<file path="src/fib_pkg.sv">
/*
 * FIB table geometry, prefix and length types
 * Fold-XOR prefix hash and prefix length mask functions
 */
package fib_pkg;

    // Name width and prefix length width
    localparam int PREFIX_BITS = 64;
    localparam int LEN_BITS = 6;

    // One valid-bit row per possible prefix length
    localparam int TABLE_ROWS = 2 ** LEN_BITS;

    // Widest hash the table supports
    localparam int MAX_HASH_BITS = 12;

    typedef logic [PREFIX_BITS-1:0] prefix_t;
    typedef logic [LEN_BITS-1:0] len_t;

    // Fold the name into width bits, slices taken upward from bit 0
    // Bits past the end of the last slice count as zero
    function automatic logic [MAX_HASH_BITS-1:0] hash_prefix(prefix_t p, int unsigned width);
        logic [MAX_HASH_BITS-1:0] h;
        h = '0;
        for (int i = 0; i < PREFIX_BITS; i++) begin
            h[i % width] ^= p[i];
        end
        return h;
    endfunction

    // Keep the low len bits of the name, zero the rest
    function automatic prefix_t mask_prefix(prefix_t p, len_t len);
        return p & ((prefix_t'(1) << len) - prefix_t'(1));
    endfunction

endpackage

</file>
<file path="src/ndn_pkt_pkg.sv">
/*
 * Interest packet layout on the SPI link
 * Byte type, byte counts and metadata field access
 */
package ndn_pkt_pkg;

    typedef logic [7:0] byte_t;

    // Name is carried as 8 bytes, MSB first
    localparam int PREFIX_BYTES = 8;

    // Metadata, full prefix, matched prefix
    localparam int TX_BYTES = 1 + 2 * PREFIX_BYTES;

    // Prefix length field sits in the low bits of metadata
    localparam int META_LEN_LSB = 0;
    localparam int META_LEN_BITS = 6;

    function automatic logic [META_LEN_BITS-1:0] meta_len(byte_t meta);
        return meta[META_LEN_LSB +: META_LEN_BITS];
    endfunction

endpackage
</file>
<file path="src/fib_result_if.sv">
/*
 * Lookup result channel from search unit to SPI transmitter
 */
`timescale 1ns/100ps

interface fib_result_if;
    import fib_pkg::*;
    import ndn_pkt_pkg::*;

    // One-cycle pulse, result fields valid with it
    logic start;
    byte_t metadata;
    prefix_t full_prefix;
    prefix_t match_prefix;

    // High while the transmitter is sending
    logic busy;

    modport source (
        output start, metadata, full_prefix, match_prefix,
        input busy
    );

    modport sink (
        input start, metadata, full_prefix, match_prefix,
        output busy
    );

endinterface

</file>
<file path="src/lpm_lookup.sv">
/*
 * Longest prefix match search for PIT lookup requests
 * Probes the table from the requested length downward
 * Hands metadata, full prefix and match to the transmitter
 */
`timescale 1ns/100ps

module lpm_lookup (
    input  logic                 clk,
    input  logic                 rst,
    input  logic                 fib_out_bit,
    input  fib_pkg::prefix_t     pit_in_prefix,
    input  ndn_pkt_pkg::byte_t   pit_in_metadata,
    output fib_pkg::prefix_t     probe_prefix,
    output fib_pkg::len_t        probe_len,
    input  logic                 hit,
    fib_result_if.source         res
);
    import fib_pkg::*;
    import ndn_pkt_pkg::*;

    typedef enum logic [1:0] {
        ST_IDLE,
        ST_PROBE,
        ST_CHECK,
        ST_DONE
    } state_t;

    state_t state;
    len_t len;
    len_t next_len;
    // Candidate prefix, masked to len
    prefix_t cand;
    logic start_q;
    logic accept;

    // New request only when idle and transmitter free
    assign accept = (state == ST_IDLE) && fib_out_bit && !res.busy;
    assign next_len = len - 1'b1;

    assign probe_prefix = cand;
    assign probe_len = len;
    assign res.start = start_q;

    always_ff @(posedge clk or posedge rst) begin
        if (rst) begin
            state <= ST_IDLE;
            len <= '0;
            start_q <= 1'b0;
        end else begin
            start_q <= 1'b0;
            case (state)
                ST_IDLE: begin
                    if (accept) begin
                        len <= meta_len(pit_in_metadata);
                        state <= ST_PROBE;
                    end
                end
                // Table registers hit during this cycle
                ST_PROBE: state <= ST_CHECK;
                ST_CHECK: begin
                    if (hit || len == '0) begin
                        start_q <= 1'b1;
                        state <= ST_DONE;
                    end else begin
                        len <= next_len;
                        state <= ST_PROBE;
                    end
                end
                // Hold results until transmitter takes over
                ST_DONE: begin
                    if (res.busy) begin
                        state <= ST_IDLE;
                    end
                end
                default: state <= ST_IDLE;
            endcase
        end
    end

    always_ff @(posedge clk) begin
        if (accept) begin
            cand <= mask_prefix(pit_in_prefix, meta_len(pit_in_metadata));
            res.full_prefix <= pit_in_prefix;
            res.metadata <= pit_in_metadata;
        end
        if (state == ST_CHECK) begin
            if (hit) begin
                res.match_prefix <= cand;
            end else if (len == '0) begin
                res.match_prefix <= '0;
            end else begin
                // Drop the top kept bit on a miss
                cand[next_len] <= 1'b0;
            end
        end
    end

    // Search narrows, never widens
    len_never_grows: assert property (
        @(posedge clk) disable iff (rst)
        (state != ST_IDLE && $past(state) != ST_IDLE) |-> (probe_len <= $past(probe_len))
    ) else $error("probe length increased during search");

endmodule

</file>
<file path="src/flat_wrapper.sv">
// flat-port wrapper written by rule: the top's interface ports become plain ports
module lpm_lookup_flat import fib_pkg::*; import ndn_pkt_pkg::*;
  (clk, rst, fib_out_bit, pit_in_prefix, pit_in_metadata, probe_prefix, probe_len, hit, res_start, res_metadata, res_full_prefix, res_match_prefix, res_busy);
  fib_result_if res_i ();
  input  logic clk;
  input  logic rst;
  input  logic fib_out_bit;
  input  fib_pkg::prefix_t pit_in_prefix;
  input  ndn_pkt_pkg::byte_t pit_in_metadata;
  output fib_pkg::prefix_t probe_prefix;
  output fib_pkg::len_t probe_len;
  input  logic hit;
  output wire logic [$bits(res_i.start)-1:0] res_start;
  output wire logic [$bits(res_i.metadata)-1:0] res_metadata;
  output wire logic [$bits(res_i.full_prefix)-1:0] res_full_prefix;
  output wire logic [$bits(res_i.match_prefix)-1:0] res_match_prefix;
  input wire logic [$bits(res_i.busy)-1:0] res_busy;
  assign res_start = res_i.start;
  assign res_metadata = res_i.metadata;
  assign res_full_prefix = res_i.full_prefix;
  assign res_match_prefix = res_i.match_prefix;
  assign res_i.busy = res_busy;
  lpm_lookup u_core (.clk(clk), .rst(rst), .fib_out_bit(fib_out_bit), .pit_in_prefix(pit_in_prefix), .pit_in_metadata(pit_in_metadata), .probe_prefix(probe_prefix), .probe_len(probe_len), .hit(hit), .res(res_i));
endmodule
</file>
<file path="config.mk">
export PLATFORM = sky130hd
export DESIGN_NAME = lpm_lookup_flat
export DESIGN_NICKNAME = d
export VERILOG_FILES = /design/src/fib_pkg.sv /design/src/ndn_pkt_pkg.sv /design/src/fib_result_if.sv /design/src/lpm_lookup.sv /design/src/flat_wrapper.sv
export SDC_FILE = /design/constraint.sdc
export NUM_CORES = 1
export LEC_CHECK = 0
export ABC_AREA = 1
export BUFFER_PORTS_ARGS = -buffer_cell sky130_fd_sc_hd__clkbuf_2
export CAP_MARGIN = 5
export CORE_MARGIN = 1
export CORE_UTILIZATION = 38
export DETAILED_ROUTE_END_ITERATION = 16
export PLACE_DENSITY_LB_ADDON = 0.3
export SLEW_MARGIN = 20
export SYNTH_ARGS = -nofsm -noshare
export SYNTH_HDL_FRONTEND = slang
export SYNTH_SLANG_ARGS = --single-unit
</file>
<file path="constraint.sdc">
create_clock -name clk -period 7.9 [get_ports clk]
set_input_delay 0.395 -clock clk [delete_from_list [all_inputs] [get_ports clk]]
set_output_delay 0.395 -clock clk [all_outputs]
set_load 0.05 [all_outputs]
</file>
==> metrics.md <==
| Metric | Value |
|---|---|
| Post-Route WL | `slightly below 40000 um` |
| CTS resizes | `0` |
| Post-cts hold buffer count | `1` |
| Setup slack after layout | `4600 ps` |
| Outcome | `finished clean` |
| Worst hold slack | `around 58 ps` |
| Final #Nets | `roughly 1600` |
| Met1 wire length | `about 17000 um` |
| DRT Pass-1 Iters | `6` |
| Post-DRT Antenna Nets | `0` |
| Worst Max-Slew Pin Slew | `approximately 970 ps` |
| Sw frac | `approximately 47%` |
| Worst path slowest cell | `clkbuf_2` |
| Fill count | `roughly 2700` |
| Routed wl met3 | `4240 um` |
| Leading cell type in the layout, fill and taps excluded | `nand2_1` |
| Grt total ovfl | `0` |
| Post-DR vias/cell | `about 5.4` |
| Initial antenna violation count | `0` |
| Total power | `slightly below 5 mW` |
| Initial Utilization | `between 30% and 40%` |
| FF/Latch Area | `5590 sq um` |
| Core Footprint | `around 27000 sq um` |
| Worst path max stage delay | `~650 ps` |
| GRT Util Overall | `between 20% and 30%` |
| Met2 wire len | `about 17000 um` |
| Post-Syn Area per Cell | `approximately 8.0 sq um` |
| ANT cells | `0` |
| Row cnt | `60` |
| Pin count of the biggest net entering global routing | `just over 80` |
| TNS Setup | `0 ps` |
| Top Layer Used | `met4` |
| WP buf/inv | `4` |
| Clock share of power | `a little under a quarter` |
| P&R area growth vs syn | `24.0%` |
| Root Driver | `clkbuf_16` |
| RSZ-0062 raised after global routing | `no` |
| Power density over the cells | `around 380 nW/um^2` |
| Final period util | `between 40% and 50%` |
| CTS tree | `done` |
| Vias in the first global route | `between 9000 and 10000` |
| Routed vias | `10400` |
| Area of the multi-input gates | `3960 sq um` |
| H-tree levels | `1` |
| Peak supply drop | `roughly 0.17 mV` |
| Setup bufs post-CTS | `0` |
| Final Wtd Congestion | `around 1.1` |
| EDFF count, synth | `between 100 and 150` |
| Die area | `28000 sq um` |
| Internal Power | `~2.6 mW` |
| Worst setup path class | `input port to register` |
| Most used cell, CP | `inv_2` |
| CTS Buf Count | `24` |
| Fin. max-slew vios | `0` |
| Switch Pwr | `~2.3 mW` |
| Fin crit period | `3300 ps` |
| Worst Path Max Fanout | `39` |
| Yosys reg bits | `209` |
| Slew headroom | `about a third` |
| Worst hold path type | `input port to register` |
| Mapped Area | `around 10000 sq um` |
| Maximum root-to-sink buffer count | `3` |
| Clock Pin Slew Worst Setup and Hold Paths | `approximately 60 ps` |
| Die Width | `~170 um` |
| Top_reg_cell synth | `edfxtp_1` |
| CP Capture Type | `register` |
| First-pass GRT wire length | `~58000 um` |
| Final Hold Viols | `0` |
| # setup viols final | `0` |
| I/O Buffers | `283` |
| Critical Path RT | `8340 ps` |
| IO Pins | `around 280` |
| Flop pwr share | `35.0%` |
| WL/cell | `just over 20 um` |
| CP Cell Sequence | `clkbuf_2 -> inv_2 -> nand4_1 -> nor2_1 -> inv_1 -> ha_1 -> nand3_2 -> inv_2 -> nand2_2 -> nor2_2 -> nand2_1 -> o21ai_0 -> nand3b_1 -> a21oi_1` |
| Residual DRC | `0` |
| Drt initial violations | `between 1000 and 1500` |
| Number of distinct library cells after synthesis | `37` |
| Final HPWL DP | `30400 um` |
| Fin Clk Skew | `14.3 ps` |
| Yosys warning total | `0` |
| Sequential-to-total area share from yosys stat | `53.7%` |
| Commonest cells after routing, fill and taps aside | `nand2_1 (331), clkbuf_2 (283), nor2_1 (238)` |
| F_max | `a little over 0.3 GHz` |
| Layout cells sized above 1 | `between 20% and 30%` |
| CP Launch Type | `input port` |
| FFs w/ async S/R, synth | `approximately 4.3%` |
| Place WS | `4270 ps` |
| Skew-Pair Late Insertion Delay | `slightly above 500 ps` |
| CTS Sinks | `209` |
| WP data arrival | `3750 ps` |
| P_leak | `between 6 and 7 nW` |
| Post-Syn Nets | `1380` |
| Count of max-cap constraint violations | `0` |
| Synth Instances | `between 1000 and 1500` |
| Gate power share | `a little over two fifths` |
| Chip height | `167 um` |
| Crit path max-delay family | `buffers and inverters` |
per-stage QoR:
stage                     cell area (sq um)  std cells  utilization [%]
after floorplan                       10400       1300                -
after global placement                12100       1881             44.9
after detailed placement              12100       1881             44.9
after CTS                             12900       1926             48.0
after global routing                  12900       1926             48.0
final                                 12900       1926             48.0
final timing paths:
path	depth (start not counted)	to	slack, ps	from
min reg2reg	2	u_core.probe_prefix[42]	480	u_core.probe_prefix[42]
min	1	u_core.res.full_prefix[63]	60	pit_in_prefix[63]
max reg2reg	9	u_core.probe_prefix[49]	4680	u_core.state[1]
max	14	u_core.probe_prefix[34]	4600	pit_in_metadata[4]
max in group asynchronous	3	u_core.state[1]	7250	rst
min in group asynchronous	3	u_core.probe_len[5]	380	rst
kinds of logic after synthesis:
group           count (synthesis)  share of synthesized area, %
simple gates                  762                          31.3
buf+inv                       220                          8.26
flops                         209                          53.7
compound gates                101                          5.86
xor+xnor                        5                         0.421
fa+ha+maj                       3                         0.361
synthesized netlist by cell type (2+ instances only):
library cell / count / share of area (%)
dfxtp_1: 64 / 12
buf_4: 3 / 0.22
buf_2: 12 / 0.58
xor2_1: 3 / 0.25
nand3b_1: 5 / 0.36
nand2_1: 331 / 12
nor2_1: 239 / 8.6
ha_1: 3 / 0.36
o21ai_1: 3 / 0.14
nand2_2: 3 / 0.18
a21oi_1: 38 / 1.8
inv_1: 166 / 6.0
a22oi_1: 28 / 2.0
o211ai_1: 4 / 0.29
nand3_1: 67 / 3.2
nor3_2: 2 / 0.19
o21a_1: 2 / 0.14
clkbuf_1: 20 / 0.72
nor2_2: 9 / 0.54
buf_1: 11 / 0.40
a221oi_1: 3 / 0.25
xnor2_1: 2 / 0.17
nand4_1: 76 / 4.6
inv_2: 7 / 0.25
nor2_4: 2 / 0.22
dfrtp_1: 9 / 2.2
o21ai_0: 18 / 0.87
a31oi_1: 3 / 0.18
edfxtp_1: 136 / 39
nor3_1: 24 / 1.2
worst register-to-register path, stage by stage (launching register included):
cell and delay (ps):
dfrtp_1 370, inv_1 80, nand4_1 90, buf_4 360
inv_4 830, buf_4 710, nand3_1 180, nor3_1 280
a21oi_1 80, a31oi_1 160
cell type report:
cell class,count,share of cell area (%)
Sequential cell,209,43.3
Multi-Input combinational cell,871,30.7
Timing Repair Buffer,288,11.3
Clock buffer,39,5.89
Inverter,173,5.05
Tap cell,341,3.31
Clock inverter,5,0.446
state kept, by name, indices dropped and copies added, names as in the netlist:
signal and count:
u_core.probe_prefix 64, u_core.res.full_prefix 64, u_core.res.match_prefix 64, u_core.res.metadata 8, u_core.probe_len 6, u_core.state 2
u_core.res.start 1
routing by layer:
metal  global-route usage, %  up-vias
met5                       0        -
met4                    10.2        0
met3                    5.58      104
met2                    40.9      645
met1                    39.2     4834
li1                        -     4818
power by group through the flow:
stage	clock network, mW	registers, mW	logic (mW)
detailed placement	0	1.74	2.04
finish	1.13	1.71	2.05
global route	1.19	1.74	2.17
floorplan	0	2.60	0.604
CTS	1.14	1.72	2.04
global placement	0	1.74	2.03
(Power assumes the default switching activity.)
