===== src/fib_pkg.sv =====
/*
 * FIB table geometry, prefix and length types
 * Fold-XOR prefix hash and prefix length mask functions
 */
package fib_pkg;

    // Name width and prefix length width
    localparam int PREFIX_BITS = 64;
    localparam int LEN_BITS = 6;

    // One valid-bit row per possible prefix length
    localparam int TABLE_ROWS = 2 ** LEN_BITS;

    // Widest hash the table supports
    localparam int MAX_HASH_BITS = 12;

    typedef logic [PREFIX_BITS-1:0] prefix_t;
    typedef logic [LEN_BITS-1:0] len_t;

    // Fold the name into width bits, slices taken upward from bit 0
    // Bits past the end of the last slice count as zero
    function automatic logic [MAX_HASH_BITS-1:0] hash_prefix(prefix_t p, int unsigned width);
        logic [MAX_HASH_BITS-1:0] h;
        h = '0;
        for (int i = 0; i < PREFIX_BITS; i++) begin
            h[i % width] ^= p[i];
        end
        return h;
    endfunction

    // Keep the low len bits of the name, zero the rest
    function automatic prefix_t mask_prefix(prefix_t p, len_t len);
        return p & ((prefix_t'(1) << len) - prefix_t'(1));
    endfunction

endpackage


===== src/ndn_pkt_pkg.sv =====
/*
 * Interest packet layout on the SPI link
 * Byte type, byte counts and metadata field access
 */
package ndn_pkt_pkg;

    typedef logic [7:0] byte_t;

    // Name is carried as 8 bytes, MSB first
    localparam int PREFIX_BYTES = 8;

    // Metadata, full prefix, matched prefix
    localparam int TX_BYTES = 1 + 2 * PREFIX_BYTES;

    // Prefix length field sits in the low bits of metadata
    localparam int META_LEN_LSB = 0;
    localparam int META_LEN_BITS = 6;

    function automatic logic [META_LEN_BITS-1:0] meta_len(byte_t meta);
        return meta[META_LEN_LSB +: META_LEN_BITS];
    endfunction

endpackage

===== src/interest_parser.sv =====
/*
 * Interest parser taking a metadata byte then 8 prefix bytes from SPI
 * Presents the finished interest to the PIT and installs its prefix
 */
`timescale 1ns/100ps

module interest_parser (
    input  logic                 clk,
    input  logic                 rst,
    input  logic                 rx_valid,
    input  ndn_pkt_pkg::byte_t   data_spi_to_fib,
    output logic                 prefix_ready,
    output fib_pkg::prefix_t     pit_out_prefix,
    output ndn_pkt_pkg::byte_t   pit_out_metadata,
    output logic                 install_valid,
    output fib_pkg::prefix_t     install_prefix,
    output fib_pkg::len_t        install_len
);
    import ndn_pkt_pkg::*;

    localparam int CNT_BITS = $clog2(PREFIX_BYTES);

    typedef enum logic [1:0] {
        ST_IDLE,
        ST_META,
        ST_PREFIX
    } state_t;

    state_t state;
    logic [CNT_BITS-1:0] byte_cnt;
    byte_t meta_q;
    // First 7 name bytes while the 8th comes straight from the link
    logic [8*(PREFIX_BYTES-1)-1:0] prefix_sr;

    logic last_byte;

    assign last_byte = (state == ST_PREFIX) && (byte_cnt == '0);

    always_ff @(posedge clk or posedge rst) begin
        if (rst) begin
            state <= ST_IDLE;
            byte_cnt <= '0;
            prefix_ready <= 1'b0;
        end else begin
            prefix_ready <= 1'b0;
            case (state)
                ST_IDLE: begin
                    if (rx_valid) begin
                        state <= ST_META;
                    end
                end
                ST_META: begin
                    byte_cnt <= CNT_BITS'(PREFIX_BYTES - 1);
                    state <= ST_PREFIX;
                end
                ST_PREFIX: begin
                    byte_cnt <= byte_cnt - 1'b1;
                    // Hand the whole name over on the next cycle
                    if (last_byte) begin
                        prefix_ready <= 1'b1;
                        state <= ST_IDLE;
                    end
                end
                default: state <= ST_IDLE;
            endcase
        end
    end

    // Byte capture and output hold
    always_ff @(posedge clk) begin
        if (state == ST_META) begin
            meta_q <= data_spi_to_fib;
        end
        if (state == ST_PREFIX) begin
            prefix_sr <= {prefix_sr[8*(PREFIX_BYTES-2)-1:0], data_spi_to_fib};
        end
        // Outputs change only when a packet completes
        if (last_byte) begin
            pit_out_prefix <= {prefix_sr, data_spi_to_fib};
            pit_out_metadata <= meta_q;
        end
    end

    // Every parsed interest installs its own prefix
    assign install_valid = prefix_ready;
    assign install_prefix = pit_out_prefix;
    assign install_len = meta_len(pit_out_metadata);

endmodule


===== config.mk =====
export PLATFORM = sky130hd
export DESIGN_NAME = interest_parser
export DESIGN_NICKNAME = d
export VERILOG_FILES = /design/src/fib_pkg.sv /design/src/ndn_pkt_pkg.sv /design/src/interest_parser.sv
export SDC_FILE = /design/constraint.sdc
export NUM_CORES = 1
export LEC_CHECK = 0
export BUFFER_PORTS_ARGS = -buffer_cell sky130_fd_sc_hd__buf_2
export CAP_MARGIN = 20
export CORE_MARGIN = 3
export CORE_UTILIZATION = 54
export DETAILED_ROUTE_END_ITERATION = 6
export GPL_TIMING_DRIVEN = 0
export PLACE_DENSITY = 0.94
export SYNTH_ARGS = -nofsm -noshare
export SYNTH_HDL_FRONTEND = slang
export SYNTH_SLANG_ARGS = --single-unit

===== constraint.sdc =====
create_clock -name clk -period 17.05 [get_ports clk]
set_clock_uncertainty 0.1 [all_clocks]
set_input_delay 2.5575 -clock clk [delete_from_list [all_inputs] [get_ports clk]]
set_output_delay 2.5575 -clock clk [all_outputs]
set_load 0.02 [all_outputs]

==> results of run 1 <==
==> through the flow <==
stage	utilization, %	hold slack [ns]	instance area [um^2]
finish	73.67	0.3171	6519
global route	73.67	0.3258	6519
CTS	73.67	0.3183	6519
detailed placement	67.10	0.3045	5937
global placement	66.42	0.3039	5877
floorplan	-	0.3003	4971
==> registers in the layout (all words and copies together), names as in the netlist <==
register / count
install_prefix: 64
prefix_sr: 56
meta_q: 8
pit_out_metadata: 8
byte_cnt: 3
state: 2
install_valid: 1
==> worst register-to-register path: stages, from the launching register on <==
cell,delay (ns)
dfrtp_1,0.43
inv_1,0.18
ha_4,0.72
inv_1,0.19
nor2_4,0.40
buf_12,0.27
==> final timing paths <==
path | cells past startpoint | slack, ns | end
worst min-delay path | 0 | 0.32 | install_prefix[59]
worst max-delay path | 2 | 13.18 | pit_out_prefix[8]
min in group asynchronous | 2 | 1.87 | byte_cnt[0]
worst max register to register | 5 | 14.44 | install_prefix[35]
max in group asynchronous | 2 | 14.77 | state[1]
worst min register to register | 0 | 0.32 | install_prefix[59]
==> final cells by class <==
type	instances	area, um^2	area share, %
Buffer	71	533.0	8.177
Timing Repair Buffer	156	810.8	12.44
Clock inverter	14	167.7	2.572
Clock buffer	17	414.1	6.353
Tap cell	108	135.1	2.073
Sequential cell	142	4234	64.95
Multi-Input combinational cell	22	201.4	3.090
Inverter	6	22.52	0.3455
==> cell usage in the layout (no fill, tap or decap), types with 2 or more instances in the layout <==
cell        count
clkinv_2        3
clkinv_4        2
a21oi_1         2
nand3_1         2
bufinv_16       3
inv_1           6
buf_2         154
inv_6           3
edfxtp_1      136
buf_12          2
clkinvlp_4      2
clkbuf_16      16
nor2_1          3
ha_1            5
dfrtp_1         6
buf_4          71
==> layer usage <==
layer  vias to the layer above  share of wire, %
li1                       1168                 -
met1                      1211                38
met2                       107                54
met3                         5               7.4
met4                         0              0.55
met5                         -                 0
==> power by group through the flow <==
stage                     combinational, mW  clock (mW)  sequential (mW)
after floorplan                      0.0369           0            0.472
after global placement               0.0477           0            0.477
after detailed placement             0.0537           0            0.479
after CTS                            0.0538       0.360            0.473
after global routing                 0.0579       0.377            0.477
final                                0.0524       0.353            0.472
==> kinds of logic after synthesis <==
group	count (synthesis)
AOI/OAI and AO/OA	7
muxes	1
DFF	142
adders and majority gates	6
and+or+nand+nor	8
buffers and inverters	77
==> results_dict.tcl, run 1 <==
set metrics [dict create \
    outcome "completed" \
    syn-cell-area_um2 4971 \
    switchingPower_mw 0.1878 \
    rsz0062_at_grt "no" \
    first_iter_violations 116 \
    synth-seq-cells 142 \
    synth.top_cell.area_share_pct 82.15 \
    viasPerCell 4.647 \
    reg2reg_from "state[0]" \
    cp_num_buf_inv 2 \
    ys_async_sr_fraction_pct 4.225 \
    synth_ff_type "edfxtp_1" \
    cts_num_sinks 142 \
    htreeDepth 4 \
    rows 34 \
    post_drt_wl_per_cell_um 14.55 \
    power_mw 0.8778 \
    clock_latency_ns 0.49 \
    path_max_fanout 2 \
    cts_setup_buffers 0 \
    synth_top_family_by_area "buffers and inverters" \
    placed_cells 505 \
    place_hpwl_mm 5.280 \
    cp-startpoint "install_prefix[8]" \
    pin_count 155 \
    synth-simple-area-share_pct 0.9061 \
    cp-start-kind "flip-flop" \
    synthAdderAreaFrac_pct 1.510 \
    yosysTopAreaCell "edfxtp_1" \
    worst_pin_slew_ns 0.8491 \
    pre_cts_slack_ns 13.64 \
    drcViolationCount 0 \
    max_freq_mhz 258.5 \
    finalCritPeriodShare_pct 22.69 \
    synth_cell_type_count 16 \
    power_density_nw_per_um2 134.7 \
    grt_overflow_total 0 \
    postRouteAntennaNets 0 \
    synth_mux_area_share_pct 0.3020 \
    synthTopCellsByCount "edfxtp_1, buf_4, dfrtp_1, ha_1, inv_1" \
    synth_area_leaders "edfxtp_1, buf_4, dfrtp_1" \
    cts_root_buf "clkbuf_8" \
    worstSetupEndpointType "primary output" \
    grt_pass1_wl_mm 11.72 \
    gr-usage-met1_pct 16.11 \
    power.internal_mw 0.6900 \
    drive_above_1_share_pct 61.21 \
    cts_made_buffers 17 \
    use_met2_pct 27.92 \
    worstHoldStart "prefix_sr[51]" \
    antenna_cells 0 \
    peakVddDrop_mv 0.09890 \
    required_ns 14.39 \
    comb_power_share_pct 6.0 \
    via_count 2491 \
    p_seq_share_pct 53.8 \
    worst-endpoint-arrival_ns 1.21 \
    port_buffers 154 \
    die_area_um2 10390 \
    syn-num-nets 258 \
    routed_wl_mm 7.801 \
    max_slew_margin_pct 43.39 \
    start_util_pct 56.18 \
    synth.most_common_cell "edfxtp_1" \
    setup_viol_count_final 0 \
    tns_ns 0 \
    gp_congestion 0.7336 \
    postCtsHoldBufs 0 \
    fin_nets 433 \
    grt_pass1_vias 2483 \
    crit_chain "buf_4 > buf_2" \
    fp.dieW_um 101.9 \
    syn_avg_cell_area_um2 20.63 \
    fp.coreArea_um2 8848 \
    max_stage_delay_ns 0.42 \
    fill_cells 534 \
    p_leak_nw 2.681 \
    grt_usage_pct 15.16 \
    use_met3_pct 4.983 \
    p_sw_share_pct 21.40 \
    clock_path_buffers 2 \
    die_y_um 101.9 \
    yosysSeqAreaShare_pct 85.17 \
    clk_pin_slew_ns 0.06 \
    final-instance-count-excl-fill 536 \
    synth_compound_area_share_pct 0.9313 \
    synth_xor_area_share_pct 0 \
    synth_edf_count 136 \
    drtPass1Iterations 4 \
    path_class "flip-flop to primary output" \
    min_path_type "flip-flop to flip-flop" \
    syn_inst 241 \
    yosys_warnings 0 \
    slowest_stage "edfxtp_1" \
    grt_busiest_layer "met2" \
    area_growth_pct 31.14 \
    final.min_clock_period_ns 3.868 \
    cp_top_family "flip-flops" \
    hold_viol_final 0 \
    cap_violations 0 \
    power_frac_clock_pct 40.2 \
    fin_ws_ns 13.18 \
    slew_viol_final 0 \
    antenna_found_initial 0 \
    cts-resized-gates 0 \
    grt_start_max_net_pins 64 \
    cts_tree "yes" \
]
Power figures use the tool's default switching activity.
==> run 2: changes to the inputs <==
--- a/config.mk
+++ b/config.mk
@@ -8,10 +8,10 @@
 export BUFFER_PORTS_ARGS = -buffer_cell sky130_fd_sc_hd__buf_2
 export CAP_MARGIN = 20
 export CORE_MARGIN = 3
-export CORE_UTILIZATION = 54
+export CORE_UTILIZATION = 50
 export DETAILED_ROUTE_END_ITERATION = 6
 export GPL_TIMING_DRIVEN = 0
-export PLACE_DENSITY = 0.94
+export PLACE_DENSITY = 0.88
 export SYNTH_ARGS = -nofsm -noshare
 export SYNTH_HDL_FRONTEND = slang
 export SYNTH_SLANG_ARGS = --single-unit
==> constraint.sdc (replaced) <==
create_clock -name clk -period 3.95 [get_ports clk]
set_clock_uncertainty 0.1 [all_clocks]
set_input_delay 0.5925 -clock clk [delete_from_list [all_inputs] [get_ports clk]]
set_output_delay 0.5925 -clock clk [all_outputs]
set_load 0.02 [all_outputs]
==> run 2 against run 1 <==
Global-route usage up 0.27 points. Critical path type is now flip-flop to flip-flop. Count of clock-buffer cells in the layout up 2. Clock power rose to 4.3 times the previous value. Via count about the same.
==> results_dict.tcl, run 2 (synthesis gave the netlist of run 1 again) <==
set metrics [dict create \
    rows 35 \
    htreeDepth 4 \
    postRouteAntennaNets 0 \
    via_count 2489 \
    cts_num_sinks 142 \
    largest_reg_flops 64 \
    cts_tree "yes" \
    clock_latency_ns 0.50 \
    path_class "flip-flop to flip-flop" \
    port_buffers 154 \
    cts_made_buffers 17 \
    grt_usage_pct 15.43 \
    viasPerCell 4.453 \
    grt_pass1_vias 2607 \
    slew_viol_final 0 \
    setup_viol_count_final 0 \
    start_util_pct 52.55 \
    antenna_found_initial 0 \
    fp.dieW_um 105.7 \
    post_drt_wl_per_cell_um 14.67 \
    die_y_um 105.7 \
    layout_commonest_cell "buf_2" \
    hold_viol_final 0 \
    peakVddDrop_mv 0.4846 \
    rsz0062_at_grt "no" \
    clk_pin_slew_ns 0.07 \
    grt_start_max_net_pins 64 \
    clock_path_buffers 2 \
    gp_congestion 0.6989 \
    fin_ws_ns 1.515 \
    pre_cts_slack_ns 1.476 \
    final_area_um2 6546 \
    place_hpwl_mm 5.607 \
    die_area_um2 11170 \
    worstSetupEndpointType "flip-flop" \
    postCtsHoldBufs 1 \
    cp-start-kind "flip-flop" \
    place_area_um2 5963 \
    cts_setup_buffers 0 \
    finalCritPeriodShare_pct 61.65 \
    antenna_cells 0 \
    final.min_clock_period_ns 2.435 \
    max_freq_mhz 410.6 \
    cts-resized-gates 0 \
    drive_above_1_share_pct 60.93 \
    min_path_type "input port to flip-flop" \
    worst-endpoint-arrival_ns 2.52 \
    first_iter_violations 128 \
    grt_overflow_total 0 \
    max_slew_margin_pct 43.92 \
    cap_violations 0 \
    p_leak_nw 2.686 \
    area_growth_pct 31.69 \
    drtPass1Iterations 7 \
    tns_ns 0 \
    pin_count 155 \
    outcome "completed" \
    fp.coreArea_um2 9459 \
    worst_pin_slew_ns 0.8412 \
    grt_pass1_wl_mm 13.11 \
    cts_root_buf "clkbuf_8" \
    path_max_fanout 63 \
    required_ns 4.03 \
    final_cell_mix "buf_2, edfxtp_1, buf_4" \
    power_density_nw_per_um2 578.1 \
    routed_wl_mm 8.203 \
    fin_nets 434 \
    fin_util_pct 69.21 \
    drcViolationCount 0 \
]
run 2: worst paths after layout:
check                                         from                  to  slack, ns  depth (start not counted)
worst max-delay path                      state[0]  install_prefix[32]       1.51                          5
worst min-delay path            data_spi_to_fib[4]        prefix_sr[4]       0.19                          1
worst max register to register            state[0]  install_prefix[32]       1.51                          5
worst min register to register       prefix_sr[49]  install_prefix[57]       0.32                          0
max in group asynchronous                      rst            state[1]       3.10                          3
min in group asynchronous                      rst         byte_cnt[2]       0.45                          3
run 2: critical path, cell delays in order, from the launching register on:
cell and delay, ns:
dfrtp_1 0.42, inv_1 0.15, ha_4 0.70, inv_1 0.17, nor2_4 0.29, buf_12 0.25
run 2: metrics by stage:
| step | hold slack (ns) | power, mW | std cells |
|---|---|---|---|
| 3_3_place_gp | 0.3039 | 2.269 | 524 |
| 6_report | 0.1927 | 3.785 | 559 |
| 3_5_place_dp | 0.3045 | 2.303 | 526 |
| 5_1_grt | 0.1666 | 3.936 | 559 |
| 4_1_cts | 0.1696 | 3.826 | 559 |
| 2_1_floorplan | 0.2835 | 2.199 | 241 |
run 2: final cells by class:
cell class              count  area, um^2
plain buffers              71       533.0
clock buffers              19       421.7
clock inverters            13       151.4
fillers                   616        2913
inverters                   6       22.52
multi-input cells          22       201.4
flip-flops and latches    142        4234
well taps                 129       161.4
repair buffers            157       820.8
run 2: report_power, final:
group          switching, mW  leakage (nW)  total [mW]  internal, mW
sequential            0.0831          1.31        2.04          1.96
clock                  0.609         0.283        1.52         0.913
combinational          0.161          1.10       0.225        0.0636
total                  0.853          2.69        3.78          2.93
run 2: routing by layer:
layer	track usage (%)	wire [um]	vias up	part of all wire, %
met1	16.79	3174	1197	39
met3	5.695	611	8	7.4
li1	-	-	1171	-
met4	5.643	79	0	0.96
met2	27.50	4337	113	53
met5	0	0	-	0
