<file path="src/fib_pkg.sv">
/*
 * FIB table geometry, prefix and length types
 * Fold-XOR prefix hash and prefix length mask functions
 */
package fib_pkg;

    // Name width and prefix length width
    localparam int PREFIX_BITS = 64;
    localparam int LEN_BITS = 6;

    // One valid-bit row per possible prefix length
    localparam int TABLE_ROWS = 2 ** LEN_BITS;

    // Widest hash the table supports
    localparam int MAX_HASH_BITS = 12;

    typedef logic [PREFIX_BITS-1:0] prefix_t;
    typedef logic [LEN_BITS-1:0] len_t;

    // Fold the name into width bits, slices taken upward from bit 0
    // Bits past the end of the last slice count as zero
    function automatic logic [MAX_HASH_BITS-1:0] hash_prefix(prefix_t p, int unsigned width);
        logic [MAX_HASH_BITS-1:0] h;
        h = '0;
        for (int i = 0; i < PREFIX_BITS; i++) begin
            h[i % width] ^= p[i];
        end
        return h;
    endfunction

    // Keep the low len bits of the name, zero the rest
    function automatic prefix_t mask_prefix(prefix_t p, len_t len);
        return p & ((prefix_t'(1) << len) - prefix_t'(1));
    endfunction

endpackage

</file>
<file path="src/ndn_pkt_pkg.sv">
/*
 * Interest packet layout on the SPI link
 * Byte type, byte counts and metadata field access
 */
package ndn_pkt_pkg;

    typedef logic [7:0] byte_t;

    // Name is carried as 8 bytes, MSB first
    localparam int PREFIX_BYTES = 8;

    // Metadata, full prefix, matched prefix
    localparam int TX_BYTES = 1 + 2 * PREFIX_BYTES;

    // Prefix length field sits in the low bits of metadata
    localparam int META_LEN_LSB = 0;
    localparam int META_LEN_BITS = 6;

    function automatic logic [META_LEN_BITS-1:0] meta_len(byte_t meta);
        return meta[META_LEN_LSB +: META_LEN_BITS];
    endfunction

endpackage
</file>
<file path="src/fib_result_if.sv">
/*
 * Lookup result channel from search unit to SPI transmitter
 */
`timescale 1ns/100ps

interface fib_result_if;
    import fib_pkg::*;
    import ndn_pkt_pkg::*;

    // One-cycle pulse, result fields valid with it
    logic start;
    byte_t metadata;
    prefix_t full_prefix;
    prefix_t match_prefix;

    // High while the transmitter is sending
    logic busy;

    modport source (
        output start, metadata, full_prefix, match_prefix,
        input busy
    );

    modport sink (
        input start, metadata, full_prefix, match_prefix,
        output busy
    );

endinterface

</file>
<file path="src/fib_tx_serializer.sv">
/*
 * SPI transmitter for lookup results
 * Flag pulse, then 17 bytes: metadata, full prefix, matched prefix
 */
`timescale 1ns/100ps

module fib_tx_serializer (
    input  logic                 clk,
    input  logic                 rst,
    fib_result_if.sink           res,
    output logic                 fib_to_spi_data_flag,
    output ndn_pkt_pkg::byte_t   data_fib_to_spi
);
    import ndn_pkt_pkg::*;

    localparam int SR_BITS = 8 * TX_BYTES;
    localparam int CNT_BITS = $clog2(TX_BYTES + 1);

    logic [SR_BITS-1:0] tx_sr;
    logic [CNT_BITS-1:0] byte_cnt;
    logic busy;
    logic load;
    logic shift;

    assign load = res.start && !busy;
    assign shift = busy && (byte_cnt != '0);
    assign res.busy = busy;

    always_ff @(posedge clk or posedge rst) begin
        if (rst) begin
            fib_to_spi_data_flag <= 1'b0;
            busy <= 1'b0;
            byte_cnt <= '0;
            data_fib_to_spi <= '0;
        end else begin
            fib_to_spi_data_flag <= 1'b0;
            if (load) begin
                fib_to_spi_data_flag <= 1'b1;
                busy <= 1'b1;
                byte_cnt <= CNT_BITS'(TX_BYTES);
            end else if (shift) begin
                data_fib_to_spi <= tx_sr[SR_BITS-1 -: 8];
                byte_cnt <= byte_cnt - 1'b1;
            end else if (busy) begin
                // Last byte is on the line, release
                busy <= 1'b0;
            end
        end
    end

    // MSB-first shift register, metadata leads
    always_ff @(posedge clk) begin
        if (load) begin
            tx_sr <= {res.metadata, res.full_prefix, res.match_prefix};
        end else if (shift) begin
            tx_sr <= tx_sr << 8;
        end
    end

    // Lookup must wait for the previous transmit
    no_start_while_busy: assert property (
        @(posedge clk) disable iff (rst) res.start |-> !busy
    ) else $error("result start while transmitter busy");

endmodule

</file>
<file path="src/flat_wrapper.sv">
// flat-port wrapper written by rule: the top's interface ports become plain ports
module fib_tx_serializer_flat import ndn_pkt_pkg::*;
  (clk, rst, fib_to_spi_data_flag, data_fib_to_spi, res_start, res_metadata, res_full_prefix, res_match_prefix, res_busy);
  fib_result_if res_i ();
  input  logic clk;
  input  logic rst;
  output logic fib_to_spi_data_flag;
  output ndn_pkt_pkg::byte_t data_fib_to_spi;
  input wire logic [$bits(res_i.start)-1:0] res_start;
  input wire logic [$bits(res_i.metadata)-1:0] res_metadata;
  input wire logic [$bits(res_i.full_prefix)-1:0] res_full_prefix;
  input wire logic [$bits(res_i.match_prefix)-1:0] res_match_prefix;
  output wire logic [$bits(res_i.busy)-1:0] res_busy;
  assign res_i.start = res_start;
  assign res_i.metadata = res_metadata;
  assign res_i.full_prefix = res_full_prefix;
  assign res_i.match_prefix = res_match_prefix;
  assign res_busy = res_i.busy;
  fib_tx_serializer u_core (.clk(clk), .rst(rst), .res(res_i), .fib_to_spi_data_flag(fib_to_spi_data_flag), .data_fib_to_spi(data_fib_to_spi));
endmodule
</file>
<file path="config.mk">
export PLATFORM = sky130hd
export DESIGN_NAME = fib_tx_serializer_flat
export DESIGN_NICKNAME = d
export VERILOG_FILES = /design/src/fib_pkg.sv /design/src/ndn_pkt_pkg.sv /design/src/fib_result_if.sv /design/src/fib_tx_serializer.sv /design/src/flat_wrapper.sv
export SDC_FILE = /design/constraint.sdc
export NUM_CORES = 1
export LEC_CHECK = 0
export BUFFER_PORTS_ARGS = -buffer_cell sky130_fd_sc_hd__buf_2
export CAP_MARGIN = 5
export CORE_MARGIN = 2
export CORE_UTILIZATION = 58
export CTS_BUF_LIST = sky130_fd_sc_hd__clkbuf_8 sky130_fd_sc_hd__clkbuf_16
export DETAILED_ROUTE_END_ITERATION = 16
export GPL_TIMING_DRIVEN = 0
export PLACE_DENSITY = 0.85
export SYNTH_ARGS = -nofsm -noshare
export SYNTH_HDL_FRONTEND = slang
export SYNTH_SLANG_ARGS = --single-unit
</file>
<file path="constraint.sdc">
create_clock -name clk -period 8 [get_ports clk]
set_clock_uncertainty 0.15 [all_clocks]
set_input_delay 0.8 -clock clk [delete_from_list [all_inputs] [get_ports clk]]
set_output_delay 0.8 -clock clk [all_outputs]
set_load 0.01 [all_outputs]
</file>
==> results.ini, run 1 <==
[global_routing]
antenna_found_initial = 1
grt_pass1_vias = 4521
grt.total_usage_pct = 23.6
grt_pass1_wl_um = 20900
grt_max_degree = 78
grt_overflow_total = 0

[cts]
cts_buffers = 17
ctsResizeCount = 0
cts_root_buffer = clkbuf_8
cts_sinks = 151
clk_path_buf_depth = 2
clk_pin_slew_ps = 70
cts_tree = yes
holdBufCountCts = 0
h-tree-depth = 4
clk_latency_ps = 520
cts_setup_buffers = 0

[synth]
ys_seq_area_share_pct = 70.0
synth_area_per_cell_um2 = 10.5
synth_seq_cells = 151
synthCells = 607
ys_warn_count = 0
synth_cell_types = 21
synthesis.area_um2 = 6370
syn_nets = 747

[floorplan]
ios = 149
core_region_area_um2 = 10800
fp.dieW_um = 109
start_util_pct = 59.0
rows = 38
die_y_um = 109
die_area_um2 = 11800

[status]
status = finished clean

[drt]
drt_pass1_iterations = 8
viasPerCell = 5.05
postRouteAntennaNets = 0
wl_um = 13600
wl_per_cell_um = 14.6
drc = 0
via_count = 4690
drtIter0Drc = 301

[sta]
fin_setup_tns_ps = 0
fin_crit_sh_pct = 35.8
fmax_ghz = 0.349
setup_viol = 0
rsz0062_at_grt = no
slew_headroom_pct = 45.2
slew_viol_final = 0
worstMarginPinSlew_ps = 822
min_period_ps = 2860
hold_viol = 0
layout_setup_ws_ps = 5140

[placement]
port_buffers = 148
place_area_um2 = 7320
place_ws_ps = 4860
dp_hpwl_um = 9320
place_congestion = 0.880

[min_path]
min_path_type = input port to async pin

[worst_setup_path]
startpoint_type = flop
cp.arrival_ps = 2940
critPathRequiredTime_ps = 8080
path_max_fanout = 77
cp-end-kind = flop
r2r_setup_slack_ps = 5140
reg2reg_depth = 7
crit_type = flop to flop

[finish]
n_fill_cell = 764
diodes = 0
drive_gt1_share_pct = 27.3
nNetsFinal = 915
area_growth_syn_to_layout_pct = 24.2
fin_area_um2 = 7910

[flow_run]
drv_cap = 0

[pwr]
power_density_nw_per_um2 = 414
ir_drop_uv = 237
p_leak_nw = 3.86

## worst paths after layout
kind                                                    end               start
worst max-delay path                       u_core.tx_sr[47]  u_core.byte_cnt[1]
worst min-delay path            u_core.fib_to_spi_data_flag                 rst
worst max register to register             u_core.tx_sr[47]  u_core.byte_cnt[1]
worst min register to register    u_core.data_fib_to_spi[6]   u_core.tx_sr[134]
max in group asynchronous                u_core.byte_cnt[1]                 rst
min in group clk                  u_core.data_fib_to_spi[6]   u_core.tx_sr[134]
## routing by layer
layer	vias to the layer above	track usage, %	share of wire, %
met5	-	0	0.081
met4	2	7.51	1.0
met3	17	5.74	6.7
met2	192	40.4	50
met1	2180	29.9	42
li1	2299	-	-
## registers in the layout, indices dropped and copies added, names as in the netlist
signal                       count
u_core.tx_sr                   136
u_core.data_fib_to_spi           8
u_core.byte_cnt                  5
u_core.fib_to_spi_data_flag      1
u_core.res.busy                  1
## synth_stat cells
| cell type | instances | share of area [%] |
|---|---|---|
| buf_12 | 1 | 0.31 |
| mux2_2 | 3 | 0.53 |
| mux2_4 | 5 | 1.2 |
| edfxtp_1 | 136 | 64 |
| inv_2 | 1 | 0.059 |
| dfrtp_1 | 15 | 5.9 |
| mux2i_1 | 3 | 0.47 |
| o21ai_0 | 2 | 0.16 |
| buf_2 | 23 | 1.8 |
| nand3_1 | 2 | 0.16 |
| and2_1 | 8 | 0.79 |
| ha_1 | 1 | 0.20 |
| nor2_1 | 2 | 0.12 |
| nor3_1 | 1 | 0.078 |
| clkbuf_1 | 7 | 0.41 |
| inv_1 | 3 | 0.18 |
| nand2b_1 | 2 | 0.20 |
| nand2_4 | 1 | 0.18 |
| or4b_4 | 1 | 0.22 |
| nand2_1 | 389 | 23 |
| a21oi_1 | 1 | 0.078 |
## logic make-up (layout without fill, tap and decap cells)
family	Yosys count	after routing	synth area share, %
AOI/OAI and AO/OA	3	3	0.236
adders and majority gates	1	1	0.196
buffers and inverters	35	216	2.77
DFF	151	151	70.0
muxes	11	11	2.18
and+or+nand+nor	406	406	24.6
## placed cells by master, fill, tap and decap left out, types with 2 or more instances in the layout
cell       instances
and2_1             8
nand3_1            2
nand2_4            2
edfxtp_1         136
o21ai_0            2
inv_1              5
clkbuf_8           7
mux2_2             3
dfrtp_1           15
nand2b_1           2
mux2i_1            3
clkbuf_1           7
mux2_4             5
nor2_1             2
nand2_1          388
buf_2            171
clkinv_2           3
clkbuf_16         17
## metrics by stage
stage / util, % / hold slack, ps / cells / power (mW)
after floorplan: - / 305 / 607 / 2.24
after global placement: 67.5 / 312 / 895 / 2.48
after detailed placement: 67.9 / 319 / 896 / 2.50
after CTS: 73.3 / 179 / 928 / 3.29
after global routing: 73.3 / 239 / 928 / 3.47
final: 73.3 / 177 / 928 / 3.28
## where the power goes
group | internal (mW) | leakage [nW] | total, mW | switching, mW
clock network | 0.479 | 0.301 | 0.781 | 0.302
logic | 0.313 | 1.97 | 0.880 | 0.567
registers | 1.48 | 1.59 | 1.62 | 0.137
total | 2.27 | 3.86 | 3.28 | 1.01
## layout make-up
class	instances	area (µm²)	area share (%)
flip-flops and latches	151	4460	56.3
multi-input cells	421	1740	22.0
repair buffers	149	768	9.71
clock buffers	24	522	6.59
well taps	140	175	2.21
plain buffers	31	161	2.04
clock inverters	8	68.8	0.870
inverters	4	15.0	0.190
## worst max-delay path: stages, from the launching register on
cell	delay [ps]
dfrtp_1	410
inv_1	90
ha_1	210
or4b_4	510
nand2_4	130
buf_12	150
nand2_4	420
buf_16	450
No activity file was read; power rests on OpenSTA's default activity.
==> inputs of run 2 (changes only) <==
- CORE_UTILIZATION: 58 -> 54
- PLACE_DENSITY: 0.85 -> 0.8
- clock period: 8 -> 2.75 ns (I/O delays scaled with it)
==> run 2 against run 1 <==
Compared with the run above:
- register-to-register slack worse by 5000 ps
- sequential cell count stayed put
- die area is 7.1% higher
- highest routed layer is now met4
==> results.ini, run 2 (same netlist as run 1, synthesis figures left out) <==
[finish]
register_area_um2 = 4460  ; unchanged
area_growth_syn_to_layout_pct = 44.4
multi_input_area_um2 = 1750  ; +0.50%
nNetsFinal = 1045  ; +14%
drive_gt1_share_pct = 22.7  ; -4.6 points
final_cell_mix = 388 x nand2_1, 171 x buf_2, 136 x edfxtp_1
top_register = u_core.tx_sr
reg_top3 = u_core.tx_sr: 136 flops, u_core.data_fib_to_spi: 8 flops, u_core.byte_cnt: 5 flops
final_common_cell = nand2_1
n_fill_cell = 628  ; -18%
fin_area_um2 = 9200  ; +16%
largest_reg_flops = 136  ; unchanged

[pwr]
ir_drop_uv = 729  ; +210%
power_density_nw_per_um2 = 1050  ; +150%
p_leak_nw = 4.40  ; +14%

[floorplan]
fp.dieW_um = 113  ; +3.5%
start_util_pct = 55.6  ; -3.5 points
rows = 39  ; +2.6%
die_y_um = 113  ; +3.5%
die_area_um2 = 12700  ; +7.1%
ios = 149  ; unchanged
core_region_area_um2 = 11500  ; +6.2%

[drt]
drc = 0  ; unchanged
wl_um = 17800  ; +31%
drtIter0Drc = 490  ; +63%
postRouteAntennaNets = 0  ; unchanged
via_count = 5518  ; +18%
viasPerCell = 5.19  ; +2.6%
wl_per_cell_um = 16.7  ; +14%
drt_pass1_iterations = 6  ; -2

[placement]
dp_hpwl_um = 9290  ; -0.38%
place_ws_ps = 162  ; -4690 ps
port_buffers = 148  ; unchanged
place_congestion = 0.846  ; -3.8%
place_area_um2 = 7340  ; +0.17%

[cts]
h-tree-depth = 4  ; unchanged
clk_pin_slew_ps = 50  ; -20 ps
cts_sinks = 151  ; unchanged
cts_root_buffer = clkbuf_16
clk_path_buf_depth = 2  ; unchanged
ctsResizeCount = 0  ; unchanged
clk_latency_ps = 420  ; -100 ps
cts_setup_buffers = 0  ; unchanged
cts_buffers = 17  ; unchanged
cts_tree = yes

[status]
status = finished clean

[min_path]
min_path_type = input port to flop

[sta]
fin_crit_sh_pct = 93.6  ; +58 points
layout_setup_ws_ps = 175  ; -4960 ps
min_period_ps = 2580  ; -287 ps
hold_viol = 0  ; unchanged
slew_headroom_pct = 61.1  ; +16 points
fmax_ghz = 0.388  ; +11%
slew_viol_final = 0  ; unchanged
fin_setup_tns_ps = 0  ; unchanged
worstMarginPinSlew_ps = 582  ; -240 ps
rsz0062_at_grt = no
setup_viol = 0  ; unchanged

[worst_setup_path]
startpoint_type = flop
cp.arrival_ps = 2550  ; -390 ps
critPathRequiredTime_ps = 2730  ; -5350 ps
crit_type = flop to flop
cp-end-kind = flop
path_max_fanout = 78  ; +1.3%

[global_routing]
antenna_found_initial = 1  ; unchanged
grt_overflow_total = 0  ; unchanged
grt.total_usage_pct = 29.0  ; +5.3 points
grt_pass1_wl_um = 27900  ; +34%
grt_max_degree = 79  ; +1.3%
grt_pass1_vias = 5750  ; +27%

[flow_run]
drv_cap = 0  ; unchanged

## run 2: cell count changes in the layout (fill, tap and decap cells not counted), sizes merged, moves of 2 or more
cell,change
clkbuf,-2
diode,+3
dlygate4sd3,+130
inv,+5
## run 2: layer usage
layer  vias up  track usage (%)  wire length, µm
met5         -                0                0
met3        54             6.10             1080
met2       303             52.6             9460
met4         0             14.8              666
met1      2597             31.9             6610
li1       2564                -                -
## run 2: where the power goes
group / internal (mW) / switching (mW)
logic: 1.04 / 1.74
clock network: 1.30 / 0.844
registers: 4.30 / 0.431
total: 6.64 / 3.02
## run 2: stage by stage
step	util (%)	instances	power, mW	hold WS [ps]
after floorplan	-	607	6.40	26.5
after global placement	63.7	898	7.08	187
after detailed placement	64.0	899	7.27	213
after CTS	80.2	1061	9.57	0.680
after global routing	80.2	1062	10.2	25.2
final	80.2	1064	9.66	20.8
## run 2: cell type report
| class | count | share of cell area, % |
|---|---|---|
| Buffer | 31 | 1.75 |
| Clock buffer | 22 | 5.62 |
| Sequential cell | 151 | 48.5 |
| Tap cell | 143 | 1.94 |
| Timing Repair Buffer | 279 | 22.5 |
| Multi-Input combinational cell | 421 | 19.1 |
| Antenna cell | 3 | 0.0816 |
| Clock inverter | 10 | 0.422 |
| Inverter | 4 | 0.163 |
## run 2: worst paths after layout
kind / to / slack, ps / startpoint / cells past startpoint
worst max register to register: u_core.tx_sr[55] / 170 / u_core.byte_cnt[0] / 7
worst min-delay path: u_core.tx_sr[125] / 20 / res_full_prefix[61] / 3
worst max-delay path: u_core.tx_sr[55] / 170 / u_core.byte_cnt[0] / 7
max in group asynchronous: u_core.byte_cnt[1] / 1760 / rst / 3
worst min register to register: u_core.data_fib_to_spi[4] / 330 / u_core.tx_sr[132] / 1
min in group asynchronous: u_core.data_fib_to_spi[2] / 310 / rst / 3
## run 2: timing repair
item                       CTS  global route
setup endpoints to repair    0             0
hold endpoints to repair   144             0
hold buffers               130             0
## run 2: worst max-delay path, cell delays in order, from the launching register on
cell     delay [ps]
dfrtp_1         410
inv_1            80
ha_1            190
or4b_4          500
nand2_4         120
buf_12          160
nand2_8         260
buf_16          360
